## config.mk

```make
export PLATFORM = sky130hd
export DESIGN_NAME = hwpe_copy_top
export DESIGN_NICKNAME = d
export VERILOG_FILES = /design/src/hci_pkg.sv /design/src/hwpe_copy_top.sv /design/src/copy_ctrl.sv /design/src/store_sink.sv /design/src/load_source.sv /design/src/load_store_mixer.sv
export SDC_FILE = /design/constraint.sdc
export NUM_CORES = 1
export LEC_CHECK = 0
export ABC_AREA = 0
export CAP_MARGIN = 20
export CELL_PAD_IN_SITES_DETAIL_PLACEMENT = 0
export CELL_PAD_IN_SITES_GLOBAL_PLACEMENT = 1
export CORE_MARGIN = 5
export CORE_UTILIZATION = 54
export DETAILED_ROUTE_END_ITERATION = 8
export DONT_BUFFER_PORTS = 1
export PLACE_DENSITY = 0.8
export SYNTH_ARGS = -nofsm -noshare
export SYNTH_HDL_FRONTEND = slang
export SYNTH_HIERARCHICAL = 1
export SYNTH_SLANG_ARGS = --single-unit
```

## constraint.sdc

```tcl
create_clock -name clk_i -period 5.96 [get_ports clk_i]
set_clock_uncertainty 0.05 [all_clocks]
set_input_delay 1.192 -clock clk_i [delete_from_list [all_inputs] [get_ports clk_i]]
set_output_delay 1.192 -clock clk_i [all_outputs]
set_load 0.005 [all_outputs]
```

## src/hci_pkg.sv

```systemverilog
//////////////////////////////
// shared widths, memory port
// request/response structs and
// copy controller states
//////////////////////////////

`default_nettype none

package hci_pkg;

  // word-addressed memory geometry
  localparam int unsigned AW = 16;
  localparam int unsigned DW = 32;

  typedef logic [AW-1:0]   addr_t;  // word address
  typedef logic [DW-1:0]   data_t;
  typedef logic [DW/8-1:0] be_t;    // one enable per byte
  typedef logic [15:0]     len_t;   // transfer length in words

  // request side of the core memory port
  typedef struct packed {
    logic  req;
    addr_t add;
    logic  wen;   // 1 = read, 0 = write
    be_t   be;
    data_t data;
  } core_req_t;

  // response side, gnt in the request cycle and r_valid one cycle later
  typedef struct packed {
    logic  gnt;
    logic  r_valid;
    data_t r_data;
  } core_rsp_t;

  // copy controller
  typedef enum logic [1:0] {
    IDLE,
    RUN,   // both channels working
    DRAIN  // one last pulse seen, waiting for the other
  } ctrl_state_e;

endpackage

`default_nettype wire
```

## src/hwpe_copy_top.sv

```systemverilog
//////////////////////////////
// memory copy accelerator top
// controller, load and store
// channels, load/store mixer
//////////////////////////////

`timescale 1ns/1ps
`default_nettype none

module hwpe_copy_top #(
  parameter int unsigned FIFO_DEPTH = 4
) (
  input  logic               clk_i,
  input  logic               rst_ni,
  input  logic               clear_i,
  input  logic               start,
  input  hci_pkg::addr_t     src_base,
  input  hci_pkg::addr_t     dst_base,
  input  hci_pkg::len_t      len,
  output logic               busy,
  output logic               done,
  output hci_pkg::core_req_t mem_req,
  input  hci_pkg::core_rsp_t mem_rsp
);
  import hci_pkg::*;

  addr_t     src_q;
  addr_t     dst_q;
  len_t      len_q;
  logic      go;
  logic      ld_last;
  logic      st_last;
  logic      fifo_room;
  logic      word_valid;
  data_t     word_data;
  core_req_t ld_req;
  core_req_t st_req;
  core_rsp_t ld_rsp;
  core_rsp_t st_rsp;

  // job parameters, captured only when the controller accepts start
  always_ff @(posedge clk_i) begin
    if (start && !busy) begin
      src_q <= src_base;
      dst_q <= dst_base;
      len_q <= len;
    end
  end

  copy_ctrl i_copy_ctrl (
    .clk_i, .rst_ni, .clear_i, .start,
    .len     (len),     // raw input, zero length is decided at start
    .ld_last (ld_last),
    .st_last (st_last),
    .go      (go),
    .busy    (busy),
    .done    (done)
  );

  load_source i_load_source (
    .clk_i, .rst_ni, .clear_i, .go,
    .src_base   (src_q),
    .len        (len_q),
    .fifo_room  (fifo_room),
    .ld_req     (ld_req),
    .ld_rsp     (ld_rsp),
    .word_valid (word_valid),
    .word_data  (word_data),
    .last       (ld_last)
  );

  store_sink #(
    .FIFO_DEPTH (FIFO_DEPTH)
  ) i_store_sink (
    .clk_i, .rst_ni, .clear_i, .go,
    .dst_base   (dst_q),
    .len        (len_q),
    .word_valid (word_valid),
    .word_data  (word_data),
    .fifo_room  (fifo_room),
    .st_req     (st_req),
    .st_rsp     (st_rsp),
    .last       (st_last)
  );

  load_store_mixer i_load_store_mixer (
    .clk_i, .rst_ni, .clear_i,
    .ld_req  (ld_req),
    .st_req  (st_req),
    .ld_rsp  (ld_rsp),
    .st_rsp  (st_rsp),
    .mem_req (mem_req),
    .mem_rsp (mem_rsp)
  );

endmodule

`default_nettype wire

```

## src/copy_ctrl.sv

```systemverilog
//////////////////////////////
// copy controller FSM
// start, go, busy and done
//////////////////////////////

`timescale 1ns/1ps
`default_nettype none

module copy_ctrl (
  input  logic          clk_i,
  input  logic          rst_ni,
  input  logic          clear_i,
  input  logic          start,
  input  hci_pkg::len_t len,
  input  logic          ld_last,
  input  logic          st_last,
  output logic          go,
  output logic          busy,
  output logic          done
);
  import hci_pkg::*;

  ctrl_state_e state_q;
  logic        go_q;
  logic        done_q;
  logic        ld_seen_q;  // load finished first

  assign go   = go_q;
  assign done = done_q;
  assign busy = (state_q != IDLE);

  always_ff @(posedge clk_i or negedge rst_ni) begin
    if (!rst_ni) begin
      state_q   <= IDLE;
      go_q      <= 1'b0;
      done_q    <= 1'b0;
      ld_seen_q <= 1'b0;
    end else if (clear_i) begin
      state_q   <= IDLE;
      go_q      <= 1'b0;
      done_q    <= 1'b0;
      ld_seen_q <= 1'b0;
    end else begin
      go_q   <= 1'b0;
      done_q <= 1'b0;
      case (state_q)
        IDLE: begin
          if (start) begin
            if (len == '0) begin
              done_q <= 1'b1; // nothing to move
            end else begin
              state_q <= RUN;
              go_q    <= 1'b1;
            end
          end
        end
        RUN: begin
          if (ld_last && st_last) begin
            state_q <= IDLE;
            done_q  <= 1'b1;
          end else if (ld_last || st_last) begin
            state_q   <= DRAIN;
            ld_seen_q <= ld_last;
          end
        end
        DRAIN: begin
          // wait for the channel that has not finished yet
          if ((ld_seen_q && st_last) || (!ld_seen_q && ld_last)) begin
            state_q <= IDLE;
            done_q  <= 1'b1;
          end
        end
        default: state_q <= IDLE;
      endcase
    end
  end

endmodule

`default_nettype wire

```

## src/store_sink.sv

```systemverilog
//////////////////////////////
// store channel: word fifo and
// write address generator
//////////////////////////////

`timescale 1ns/1ps
`default_nettype none

module store_sink #(
  parameter int unsigned FIFO_DEPTH = 4
) (
  input  logic               clk_i,
  input  logic               rst_ni,
  input  logic               clear_i,
  input  logic               go,
  input  hci_pkg::addr_t     dst_base,
  input  hci_pkg::len_t      len,
  input  logic               word_valid,
  input  hci_pkg::data_t     word_data,
  output logic               fifo_room,
  output hci_pkg::core_req_t st_req,
  input  hci_pkg::core_rsp_t st_rsp,
  output logic               last
);
  import hci_pkg::*;

  localparam int unsigned PW = $clog2(FIFO_DEPTH);
  localparam int unsigned CW = $clog2(FIFO_DEPTH + 1);

  data_t         fifo_mem [FIFO_DEPTH];
  logic [PW-1:0] rd_ptr_q;
  logic [PW-1:0] wr_ptr_q;
  logic [CW-1:0] fill_q;
  len_t          wr_cnt_q;   // words written so far
  logic          last_q;
  logic          push;
  logic          pop;

  // circular increment, depth need not be a power of two
  function automatic logic [PW-1:0] ptr_inc(input logic [PW-1:0] ptr);
    if (ptr == PW'(FIFO_DEPTH - 1)) begin
      return '0;
    end
    return ptr + 1'b1;
  endfunction

  assign push = word_valid;
  assign pop  = st_req.req & st_rsp.gnt;

  // one slot for the read in flight, one for a read issued now
  assign fifo_room = (fill_q <= CW'(FIFO_DEPTH - 2));
  assign last      = last_q;

  always_comb begin : build_req
    st_req      = '0;
    st_req.req  = (fill_q != '0);
    st_req.add  = dst_base + addr_t'(wr_cnt_q);
    st_req.wen  = 1'b0;
    st_req.be   = '1;
    st_req.data = fifo_mem[rd_ptr_q]; // head word, held until granted
  end

  always_ff @(posedge clk_i) begin
    if (push) begin
      fifo_mem[wr_ptr_q] <= word_data;
    end
  end

  always_ff @(posedge clk_i or negedge rst_ni) begin
    if (!rst_ni) begin
      rd_ptr_q <= '0;
      wr_ptr_q <= '0;
      fill_q   <= '0;
      wr_cnt_q <= '0;
      last_q   <= 1'b0;
    end else if (clear_i) begin
      rd_ptr_q <= '0;
      wr_ptr_q <= '0;
      fill_q   <= '0;
      wr_cnt_q <= '0;
      last_q   <= 1'b0;
    end else begin
      if (push) wr_ptr_q <= ptr_inc(wr_ptr_q);
      if (pop)  rd_ptr_q <= ptr_inc(rd_ptr_q);
      case ({push, pop})
        2'b10:   fill_q <= fill_q + 1'b1;
        2'b01:   fill_q <= fill_q - 1'b1;
        default: fill_q <= fill_q;
      endcase
      last_q <= pop && (wr_cnt_q + len_t'(1) == len);
      if (go) begin
        wr_cnt_q <= '0;
      end else if (pop) begin
        wr_cnt_q <= wr_cnt_q + len_t'(1);
      end
    end
  end

endmodule

`default_nettype wire

```

## src/load_source.sv

```systemverilog
//////////////////////////////
// load channel: read address
// generator, forwards returned
// words to the store channel
//////////////////////////////

`timescale 1ns/1ps
`default_nettype none

module load_source (
  input  logic               clk_i,
  input  logic               rst_ni,
  input  logic               clear_i,
  input  logic               go,
  input  hci_pkg::addr_t     src_base,
  input  hci_pkg::len_t      len,
  input  logic               fifo_room,
  output hci_pkg::core_req_t ld_req,
  input  hci_pkg::core_rsp_t ld_rsp,
  output logic               word_valid,
  output hci_pkg::data_t     word_data,
  output logic               last
);
  import hci_pkg::*;

  len_t iss_cnt_q;   // reads accepted so far
  len_t rx_cnt_q;    // words returned so far
  logic active_q;    // reads still to issue
  logic pend_q;      // read accepted last cycle, response due now
  logic last_q;
  logic rd_acc;

  always_comb begin : build_req
    ld_req      = '0;
    ld_req.req  = active_q & fifo_room; // stall while the store fifo is near full
    ld_req.add  = src_base + addr_t'(iss_cnt_q);
    ld_req.wen  = 1'b1;
    ld_req.be   = '1;
  end

  assign rd_acc = ld_req.req & ld_rsp.gnt;

  // drop a response whose read was issued before a clear
  assign word_valid = ld_rsp.r_valid & pend_q;
  assign word_data  = ld_rsp.r_data;
  assign last       = last_q;

  always_ff @(posedge clk_i or negedge rst_ni) begin
    if (!rst_ni) begin
      iss_cnt_q <= '0;
      rx_cnt_q  <= '0;
      active_q  <= 1'b0;
      pend_q    <= 1'b0;
      last_q    <= 1'b0;
    end else if (clear_i) begin
      iss_cnt_q <= '0;
      rx_cnt_q  <= '0;
      active_q  <= 1'b0;
      pend_q    <= 1'b0;
      last_q    <= 1'b0;
    end else begin
      pend_q <= rd_acc;
      last_q <= word_valid && (rx_cnt_q + len_t'(1) == len);
      if (go) begin
        iss_cnt_q <= '0;
        rx_cnt_q  <= '0;
        active_q  <= (len != '0);
      end else begin
        if (rd_acc) begin
          iss_cnt_q <= iss_cnt_q + len_t'(1);
          if (iss_cnt_q + len_t'(1) == len) begin
            active_q <= 1'b0; // final read is out
          end
        end
        if (word_valid) begin
          rx_cnt_q <= rx_cnt_q + len_t'(1);
        end
      end
    end
  end

endmodule

`default_nettype wire

```

## src/load_store_mixer.sv

```systemverilog
//////////////////////////////
// two-to-one load/store mixer
// round-robin grant on one port,
// responses routed by kind
//////////////////////////////

`timescale 1ns/1ps
`default_nettype none

module load_store_mixer (
  input  logic               clk_i,
  input  logic               rst_ni,
  input  logic               clear_i,
  input  hci_pkg::core_req_t ld_req,
  input  hci_pkg::core_req_t st_req,
  output hci_pkg::core_rsp_t ld_rsp,
  output hci_pkg::core_rsp_t st_rsp,
  output hci_pkg::core_req_t mem_req,
  input  hci_pkg::core_rsp_t mem_rsp
);
  import hci_pkg::*;

  localparam logic LOAD  = 1'b0;
  localparam logic STORE = 1'b1;

  localparam core_rsp_t RSP_IDLE = '0;

  logic rr_q;      // channel favored on a tie, load after reset
  logic winner;
  logic accepted;

  // only a tie looks at the pointer
  always_comb begin : pick_winner
    if (ld_req.req && st_req.req) begin
      winner = rr_q;
    end else if (st_req.req) begin
      winner = STORE;
    end else begin
      winner = LOAD; // also the idle choice, ld_req.req is low then
    end
  end

  assign mem_req  = (winner == STORE) ? st_req : ld_req;
  assign accepted = mem_req.req & mem_rsp.gnt;

  // flips after every accepted request, so two busy channels alternate
  always_ff @(posedge clk_i or negedge rst_ni) begin
    if (!rst_ni) begin
      rr_q <= LOAD;
    end else if (clear_i) begin
      rr_q <= LOAD;
    end else if (accepted) begin
      rr_q <= ~rr_q;
    end
  end

  // grant goes to the winner only; responses follow their kind,
  // a read strobe belongs to load and everything else to store
  always_comb begin : route_rsp
    ld_rsp = RSP_IDLE;
    st_rsp = RSP_IDLE;

    ld_rsp.gnt = (winner == LOAD)  & ld_req.req & mem_rsp.gnt;
    st_rsp.gnt = (winner == STORE) & st_req.req & mem_rsp.gnt;

    if (mem_rsp.r_valid) begin
      ld_rsp.r_valid = 1'b1;
      ld_rsp.r_data  = mem_rsp.r_data;
    end else begin
      st_rsp.r_valid = mem_rsp.r_valid;
      st_rsp.r_data  = mem_rsp.r_data;
    end
  end

endmodule

`default_nettype wire

```

* Word level (Yosys, flattened, before mapping)
Memory sizes are Yosys's and may differ from the RTL's.
Index checks and enable logic that the tools add are counted.
** Cells by class
- Bitwise logic cells :: 11
- Reductions and logical operators :: 29
- Eq/ne operators :: 14
- Muxes and demuxes :: 61
- Add/subtract/negate cells :: 9
- $lt $le $gt $ge :: 1
** Operators by type and width (count)
- $mux W16 :: 9
- $mux W54 :: 1
- $add A16 B1 Y16 const B :: 3
- $eq A16 B16 Y1 :: 3
- $mux W33 :: 1
- $add A16 B16 Y16 :: 2
- $mux W1 :: 32
- $mux W2 :: 14
- $reduce_bool A3 Y1 :: 6
- $logic_not A16 Y1 :: 1
- $reduce_bool A16 Y1 :: 1
- $reduce_bool A2 Y1 :: 6
- $and A1 B1 Y1 :: 9
- $eq A2 B2 Y1 const B :: 4
- $logic_and A1 B1 Y1 :: 7
- $ne A3 B3 Y1 const B :: 2
- $pmux W2 S3 :: 1
- $pmux W3 S2 :: 1
- $add A2 B1 Y2 const B :: 2
- $eq A2 B1 Y1 const B :: 2
- $ne A4 B2 Y1 const B :: 1
- $reduce_and A4 Y1 :: 1
- $add A3 B1 Y3 const B :: 1
- $le A3 B2 Y1 const B :: 1
- other kinds (11) :: 14
** Word-level totals
- Input port bits :: 86
- Word-level logic and storage cells :: 144
- Memories :: 1
- Output and inout port bits :: 56
- Register bits :: 113
- Bits in writable memories :: 128
** Memory list
- i_store_sink.fifo_mem :: words 4, width 32, read ports 1, clocked after Yosys merged registers in 0, write ports 1, RTL line store_sink.sv:30 : data_t fifo_mem [FIFO_DEPTH];

* Logic depth before layout (Yosys ltp)
Gate-level depths: netlist (run 1).
- Depth in word-level cells :: 12
- Depth in mapped cells :: 13

* By module
The synthesis (run 1) kept the hierarchy.
** Modules (own cells, without submodules)
- store_sink :: seq. area each 4444.3 um^2, times used 1, cells an instance 455, area an instance 7034.2 um^2
- load_source :: seq. area each 875.8 um^2, times used 1, cells an instance 490, area an instance 3912.5 um^2
- hwpe_copy_top :: seq. area each 1441.4 um^2, times used 1, cells an instance 49, area an instance 1455.1 um^2
- load_store_mixer :: seq. area each 25.0 um^2, times used 1, cells an instance 142, area an instance 1174.9 um^2
- copy_ctrl :: seq. area each 125.1 um^2, times used 1, cells an instance 29, area an instance 292.8 um^2

* Least setup slack after synthesis (run 1)
OpenSTA, ideal clock, no wires.
- Path kind :: register to output
- Start :: register i_load_source.iss_cnt_q[0]
- End :: output port mem_req[51] (netlist bit)
- Arrival time :: 2521 ps
- Required time :: 4718 ps
- Setup slack :: 2197 ps
- Cell stages (with the launch flop) :: 9
- Cell sequence :: dfrtp_1 ha_1 fa_1 a211oi_1 o21ai_1 nor4bb_1 or3_1 a311o_1 mux2_2
** RTL lines
- start, declared :: RTL line load_source.sv:26 : len_t iss_cnt_q;
- start signal, assigned :: RTL line load_source.sv:70 : iss_cnt_q <= iss_cnt_q + len_t'(1);
- end, declared :: RTL line hwpe_copy_top.sv:22 : output hci_pkg::core_req_t mem_req,

==> tab_implementation.tex, run 1 <==
\begin{tabular}{lr}
\hline
Metric & Value \\
\hline
\multicolumn{2}{l}{\textbf{Synth}} \\
Mean cell area of the mapped netlist & about 12 sq um \\
Cell area after synthesis & around 14000 sq um \\
Mapped Cells & 1129 \\
Synthesis Warnings & 6 \\
\multicolumn{2}{l}{\textbf{Worst setup path}} \\
Crit path arrival time & about 3.3 ns \\
Required time of the critical path & 4.72 ns \\
CP Capture Type & output pin \\
Delay of the slowest critical-path stage & around 0.46 ns \\
Critical path start-end classification & flip-flop to output pin \\
Top fanout value on the critical path & 7 \\
Critical path cell sequence & ha\_1 -> fa\_1 -> a211oi\_1 -> o21ai\_1 -> nor4bb\_1 -> or3\_1 -> a311o\_1 -> mux2\_2 \\
Critical Path Start Type & flip-flop \\
Cell with the largest stage delay on the worst path & sky130\_fd\_sc\_hd\_\_dfrtp\_1 \\
\multicolumn{2}{l}{\textbf{Run status}} \\
Status & finished, final reports clean \\
\multicolumn{2}{l}{\textbf{Clock network}} \\
Source-to-sink clock delay at the later pin of the worst-skew pair & approximately 0.54 ns \\
H-tree depth & 1 \\
CTS sink count & 241 \\
Post-CTS setup buffer count & 0 \\
Clock-pin slew of the registers on the worst-case setup and hold paths & 0.06 ns \\
CTS Hold Buffers Added & 0 \\
Inserted Clock Buffers & 27 \\
Clock root cell & sky130\_fd\_sc\_hd\_\_clkbuf\_16 \\
Resized cells post-CTS & 0 \\
Maximum clock path buffer count & 3 \\
TritonCTS clock tree & built \\
\multicolumn{2}{l}{\textbf{STA}} \\
Final-report hold violation count & 0 \\
Relative slew margins & 49.18\% \\
Max Clk Rate & 220.0 MHz \\
Final-report max-slew violation count & 0 \\
Setup TNS after final layout & 0 ns \\
Worst Hold Margin & roughly 0.29 ns \\
Ratio of final minimum period to clock period & 76.27\% \\
Final critical path time including I/O delays and setup & 4.546 ns \\
Unrepaired setup endpoints after global routing & false \\
Setup violators final & 0 \\
Slew of the pin with the lowest slew margin & 0.7594 ns \\
Worst Setup Slack, final & 1.414 ns \\
\multicolumn{2}{l}{\textbf{Power}} \\
Internal Power & 3.024 mW \\
Maximum ir drop on the vdd rail & 0.1879 mV \\
Net switching fraction of the power & 21.31\% \\
Pwr per Cell Area & 266.9 nW/um\^{}2 \\
Overall Power & 3.843 mW \\
Clock power frac & about 47\% \\
Net switching power & around 0.82 mW \\
Sequential share of power & 48.7\% \\
P\_leak & 5.297 nW \\
Relative contribution of combinational cells to total power & between 4 and 5\% \\
\multicolumn{2}{l}{\textbf{Placed design}} \\
Final HPWL DP & 20430 microns \\
Post-placement cell count & 1377 \\
Pre-CTS setup slack & roughly 2 ns \\
Port Buf Inserts & 0 \\
Final weighted congestion of routability-driven global placement & a little over 0.9 \\
\multicolumn{2}{l}{\textbf{Detailed routing}} \\
Total Wirelength & around 30000 microns \\
Number of vias in the routed layout & 8251 \\
DR WL/cell & 20.70 microns \\
Detailed-route vias per instance & 5.774 \\
Post-route DRC & 0 \\
TritonRoute pass-1 iters & 5 \\
Remaining number of nets flagged by the antenna check after routing & 0 \\
Iteration-0 DRC Markers & between 600 and 700 \\
\multicolumn{2}{l}{\textbf{Die}} \\
DIE WIDTH & 169.0 microns \\
Core box area & roughly 25000 sq um \\
Standard-cell rows & 58 \\
Ports & 142 \\
Initial cell density of the core & 54.52\% \\
Overall die height & around 170 microns \\
Die area & approximately 29000 sq um \\
\multicolumn{2}{l}{\textbf{Layout}} \\
Layout-stage area growth over the synthesis result & 5.472\% \\
Share of cells above drive strength 1 & 14.95\% \\
Non-filler instance count after layout & between 1000 and 1500 \\
Count of nets after finishing & 1203 \\
\multicolumn{2}{l}{\textbf{Global routing}} \\
Total routing usage reported by global routing & 20.41\% \\
Number of global-route vias before repair & 8058 \\
Global route overflow & 0 \\
First-pass GRT wire length & $\sim$47000 microns \\
Antenna violations before repair & 4 \\
Maximum number of pins on one net before global-route repair & 66 \\
\multicolumn{2}{l}{\textbf{Worst hold path}} \\
Worst Hold Class & input pin to asynchronous set/reset pin \\
\multicolumn{2}{l}{\textbf{Flow run}} \\
Maximum capacitance violations & 0 \\
\hline
\end{tabular}
-- metrics by stage --
step | area [sq um] | util, %
floorplan | 13790 | -
global placement | 13420 | 53.58
detailed placement | 13420 | 53.58
CTS | 14390 | 57.49
global route | 14400 | 57.51
finish | 14400 | 57.51
-- per-layer routing --
layer | GRT usage [%] | up-vias | share of wire [%]
met5 | 0 | - | 0.024
met4 | 3.745 | 2 | 1.4
met3 | 4.531 | 37 | 7.1
met2 | 31.95 | 236 | 47
met1 | 29.88 | 4041 | 45
li1 | - | 3935 | -
-- critical path: cells and delay by family, from the launching register on --
family | cells | cell delay [ns]
AND/OR/NAND/NOR | 2 | 0.54
flip-flops | 1 | 0.46
multiplexers | 1 | 0.29
AO/OA/AOI/OAI | 3 | 0.80
adder cells (fa/ha/maj) | 2 | 0.69
-- cells in the final DEF (no fill, tap or decap), types with 16 or more instances in the layout --
cell type	n
sky130_fd_sc_hd__a21oi_1	43
sky130_fd_sc_hd__and2_1	39
sky130_fd_sc_hd__clkbuf_16	27
sky130_fd_sc_hd__conb_1	42
sky130_fd_sc_hd__dfrtp_1	64
sky130_fd_sc_hd__edfxtp_1	176
sky130_fd_sc_hd__ha_1	38
sky130_fd_sc_hd__inv_1	18
sky130_fd_sc_hd__mux2_2	50
sky130_fd_sc_hd__mux4_2	32
sky130_fd_sc_hd__nand2_1	52
sky130_fd_sc_hd__nand3_1	23
sky130_fd_sc_hd__nand4_1	16
sky130_fd_sc_hd__nor2_1	89
sky130_fd_sc_hd__nor3_1	17
sky130_fd_sc_hd__o21ai_0	33
sky130_fd_sc_hd__xnor2_1	69
sky130_fd_sc_hd__xor2_1	57
-- flip-flops by register name, indices dropped and copies added (netlist names), 2 cells and up --
signal,flops
i_store_sink/fifo_mem,128
dst_q,16
i_load_source/iss_cnt_q,16
i_load_source/rx_cnt_q,16
i_store_sink/wr_cnt_q,16
len_q,16
src_q,16
i_store_sink/fill_q,3
i_copy_ctrl/state_q,2
i_store_sink/rd_ptr_q,2
i_store_sink/wr_ptr_q,2
-- final timing paths --
path | start | to | slack (ns) | cells past startpoint
max reg2reg | i_store_sink/fill_q[1]$_DFFE_PN0P_ | i_store_sink/fill_q[2]$_DFFE_PN0P_ | 2.66 | 12
min reg2reg | i_store_sink/rd_ptr_q[1]$_DFFE_PN0P_ | i_store_sink/rd_ptr_q[1]$_DFFE_PN0P_ | 0.49 | 2
min in group clk_i | i_store_sink/rd_ptr_q[1]$_DFFE_PN0P_ | i_store_sink/rd_ptr_q[1]$_DFFE_PN0P_ | 0.49 | 2
max | i_load_source/iss_cnt_q[0]$_DFFE_PN0P_ | mem_req[51] | 1.41 | 8
min | rst_ni | i_load_source/rx_cnt_q[6]$_DFFE_PN0P_ | 0.29 | 0
max in group asynchronous | rst_ni | i_store_sink/wr_cnt_q[15]$_DFFE_PN0P_ | 5.44 | 0
-- cell type report --
cell class / count / area [sq um]
fillers: 2056 / 10640
flip-flops and latches: 241 / 6913
multi-input cells: 779 / 5958
clock buffers: 29 / 703.2
well taps: 330 / 412.9
clock inverters: 21 / 274.0
inverters: 19 / 71.32
repair buffers: 8 / 60.06
diodes: 2 / 5.005
-- power groups by stage --
stage / registers (mW) / logic, mW / clock network [mW]
after CTS: 1.87 / 0.175 / 1.84
after global routing: 1.87 / 0.195 / 1.92
final: 1.87 / 0.175 / 1.80
after global placement: 1.90 / 0.171 / 0
after detailed placement: 1.90 / 0.173 / 0
after floorplan: 1.89 / 0.178 / 0
No activity file was read; power rests on OpenSTA's default activity.
==> run 2: changes to the inputs <==
--- a/config.mk
+++ b/config.mk
@@ -5,15 +5,15 @@
 export SDC_FILE = /design/constraint.sdc
 export NUM_CORES = 1
 export LEC_CHECK = 0
-export ABC_AREA = 0
+export ABC_AREA = 1
 export CAP_MARGIN = 20
 export CELL_PAD_IN_SITES_DETAIL_PLACEMENT = 0
 export CELL_PAD_IN_SITES_GLOBAL_PLACEMENT = 1
 export CORE_MARGIN = 5
-export CORE_UTILIZATION = 54
+export CORE_UTILIZATION = 49
 export DETAILED_ROUTE_END_ITERATION = 8
 export DONT_BUFFER_PORTS = 1
-export PLACE_DENSITY = 0.8
+export PLACE_DENSITY = 0.78
 export SYNTH_ARGS = -nofsm -noshare
 export SYNTH_HDL_FRONTEND = slang
 export SYNTH_HIERARCHICAL = 1
==> constraint.sdc (replaced) <==
create_clock -name clk_i -period 4.2 [get_ports clk_i]
set_clock_uncertainty 0.05 [all_clocks]
set_input_delay 0.84 -clock clk_i [delete_from_list [all_inputs] [get_ports clk_i]]
set_output_delay 0.84 -clock clk_i [all_outputs]
set_load 0.005 [all_outputs]
==> tab_implementation.tex, run 2 <==
\begin{tabular}{lr}
\hline
Metric & Value \\
\hline
\multicolumn{2}{l}{\textbf{Layout}} \\
Antenna diodes & 0 \\
Area occupied by multi-input gates & 5728 sq um \\
Largest register FFs & 128 \\
Sequential cell area & 6913 sq um \\
Layout-stage area growth over the synthesis result & 5.546\% \\
Largest reg by FF count & i\_store\_sink/fifo\_mem \\
Final std cell area, no fill & 14740 sq um \\
Util after Layout & 52.77\% \\
Filler cell count & 2670 \\
Share of cells above drive strength 1 & 6.662\% \\
Count of nets after finishing & between 1500 and 2000 \\
Commonest non-fill, non-tap cell in the layout & sky130\_fd\_sc\_hd\_\_nand2\_1 \\
Commonest non-fill, non-tap cells in the layout & sky130\_fd\_sc\_hd\_\_nand2\_1, sky130\_fd\_sc\_hd\_\_edfxtp\_1, sky130\_fd\_sc\_hd\_\_inv\_1, sky130\_fd\_sc\_hd\_\_nor2\_1, sky130\_fd\_sc\_hd\_\_nand3\_1 \\
\multicolumn{2}{l}{\textbf{Flow run}} \\
Maximum capacitance violations & 0 \\
\multicolumn{2}{l}{\textbf{Synth}} \\
Mapped Cells & 1600 \\
Mean cell area of the mapped netlist & 8.729 sq um \\
Cell area after synthesis & 13970 sq um \\
Synthesis Warnings & 6 \\
\multicolumn{2}{l}{\textbf{Clock network}} \\
Inserted Clock Buffers & 27 \\
H-tree depth & 1 \\
Source-to-sink clock delay at the later pin of the worst-skew pair & 0.54 ns \\
CTS sink count & 241 \\
Maximum clock path buffer count & 3 \\
Clock root cell & sky130\_fd\_sc\_hd\_\_clkbuf\_16 \\
TritonCTS clock tree & built \\
Post-CTS setup buffer count & 0 \\
Clock-pin slew of the registers on the worst-case setup and hold paths & 0.06 ns \\
\multicolumn{2}{l}{\textbf{STA}} \\
Setup TNS after final layout & 0 ns \\
Final-report max-slew violation count & 0 \\
Final-report hold violation count & 0 \\
Ratio of final minimum period to clock period & approximately 93\% \\
Max Clk Rate & 255.0 MHz \\
Relative slew margins & 33.44\% \\
Final critical path time including I/O delays and setup & between 3 and 4 ns \\
Unrepaired setup endpoints after global routing & false \\
Slew of the pin with the lowest slew margin & roughly 1 ns \\
Setup violators final & 0 \\
\multicolumn{2}{l}{\textbf{Run status}} \\
Status & finished, final reports clean \\
\multicolumn{2}{l}{\textbf{Die}} \\
Die area & 31980 sq um \\
Standard-cell rows & between 60 and 70 \\
DIE WIDTH & 178.8 microns \\
Initial cell density of the core & 50.00\% \\
Overall die height & 178.8 microns \\
Ports & 142 \\
Core box area & approximately 28000 sq um \\
\multicolumn{2}{l}{\textbf{Global routing}} \\
First-pass GRT wire length & around 53000 microns \\
Global route overflow & 0 \\
Number of global-route vias before repair & around 9900 \\
Maximum number of pins on one net before global-route repair & between 60 and 70 \\
Total routing usage reported by global routing & between 20\% and 30\% \\
Antenna violations before repair & 0 \\
\multicolumn{2}{l}{\textbf{Worst setup path}} \\
Top fanout value on the critical path & 9 \\
CP Capture Type & output pin \\
Worst setup path startpoint & i\_store\_sink/wr\_cnt\_q[0]\$\_DFFE\_PN0P\_ \\
Critical path start-end classification & flip-flop to output pin \\
Critical Path Start Type & flip-flop \\
Source of the worst register-to-register timing path & i\_store\_sink/fill\_q[1]\$\_DFFE\_PN0P\_ \\
FF-to-FF End & i\_store\_sink/fill\_q[2]\$\_DFFE\_PN0P\_ \\
Setup slack, reg-to-reg & 1.25 ns \\
FF-to-FF path depth & 14 \\
Required time of the critical path & 3.31 ns \\
Crit path arrival time & 3.03 ns \\
\multicolumn{2}{l}{\textbf{Placed design}} \\
Post-place instance area & between 10000 and 15000 sq um \\
Port Buf Inserts & 0 \\
Final HPWL DP & around 23000 microns \\
Final weighted congestion of routability-driven global placement & 0.9195 \\
\multicolumn{2}{l}{\textbf{Detailed routing}} \\
Iteration-0 DRC Markers & 730 \\
TritonRoute pass-1 iters & 5 \\
Detailed-route vias per instance & 5.254 \\
DR WL/cell & 17.33 microns \\
Number of vias in the routed layout & 10267 \\
Total Wirelength & 33870 microns \\
Post-route DRC & 0 \\
Remaining number of nets flagged by the antenna check after routing & 0 \\
\multicolumn{2}{l}{\textbf{Power}} \\
Pwr per Cell Area & 445.3 nW/um\^{}2 \\
Maximum ir drop on the vdd rail & 0.3126 mV \\
P\_leak & between 6 and 7 nW \\
\multicolumn{2}{l}{\textbf{Worst hold path}} \\
Worst Hold Class & input pin to asynchronous set/reset pin \\
\hline
\end{tabular}
-- run 2: report_power, final --
part           switching [mW]  internal [mW]  total (mW)
clock                   0.943           1.30        2.25
combinational            1.12          0.433        1.55
sequential             0.0991           2.67        2.77
-- run 2: per-layer routing --
layer  wire [microns]  global-route usage, %  up-vias
li1                 -                      -     5162
met1            16430                  31.93     4824
met2            14710                  31.94      249
met3             2315                  3.754       32
met4              415                  3.678        0
met5                0                      0        -
-- run 2: layout make-up --
type                            count  share of cell area [%]
Inverter                          167                   4.346
Clock buffer                       37                   5.042
Sequential cell                   241                   46.90
Timing Repair Buffer               13                  0.9337
Multi-Input combinational cell   1105                   38.86
Clock inverter                     13                  0.7130
Tap cell                          378                   3.209
-- run 2: how the worst max path moves through the flow --
stage	to	slack (ns)	depth (start not counted)
after floorplan	mem_req[47]	1.26	10
after global placement	mem_req[47]	0.92	10
after detailed placement	mem_req[47]	0.86	10
after CTS	mem_req[47]	0.28	10
after global routing	mem_req[47]	0.02	10
final	mem_req[47]	0.28	10
-- run 2: critical path, cell delays in order, from the launching register on --
cell                      delay, ns
sky130_fd_sc_hd__dfrtp_1       0.50
sky130_fd_sc_hd__ha_1          0.27
sky130_fd_sc_hd__fa_1          0.41
sky130_fd_sc_hd__nand3_1       0.09
sky130_fd_sc_hd__nand2_1       0.10
sky130_fd_sc_hd__a21oi_1       0.32
sky130_fd_sc_hd__o21ai_0       0.24
sky130_fd_sc_hd__a21oi_1       0.20
sky130_fd_sc_hd__xnor2_1       0.13
sky130_fd_sc_hd__nand3_1       0.09
sky130_fd_sc_hd__nand2_1       0.13
-- run 2: what timing repair did --
item,CTS,global route
hold buffers,1,0
resized for setup,0,0
hold endpoints to repair,65,0
-- run 2: metrics by stage --
stage	instances	total power [mW]	hold WS (ns)	setup slack, ns
after floorplan	1638	4.046	0.4181	1.260
after global placement	1902	4.335	0.4335	0.9185
after CTS	1953	6.634	0.1259	0.2773
after detailed placement	1902	4.349	0.4380	0.8640
final	1954	6.564	0.1223	0.2792
after global routing	1954	6.942	0.1380	0.02457
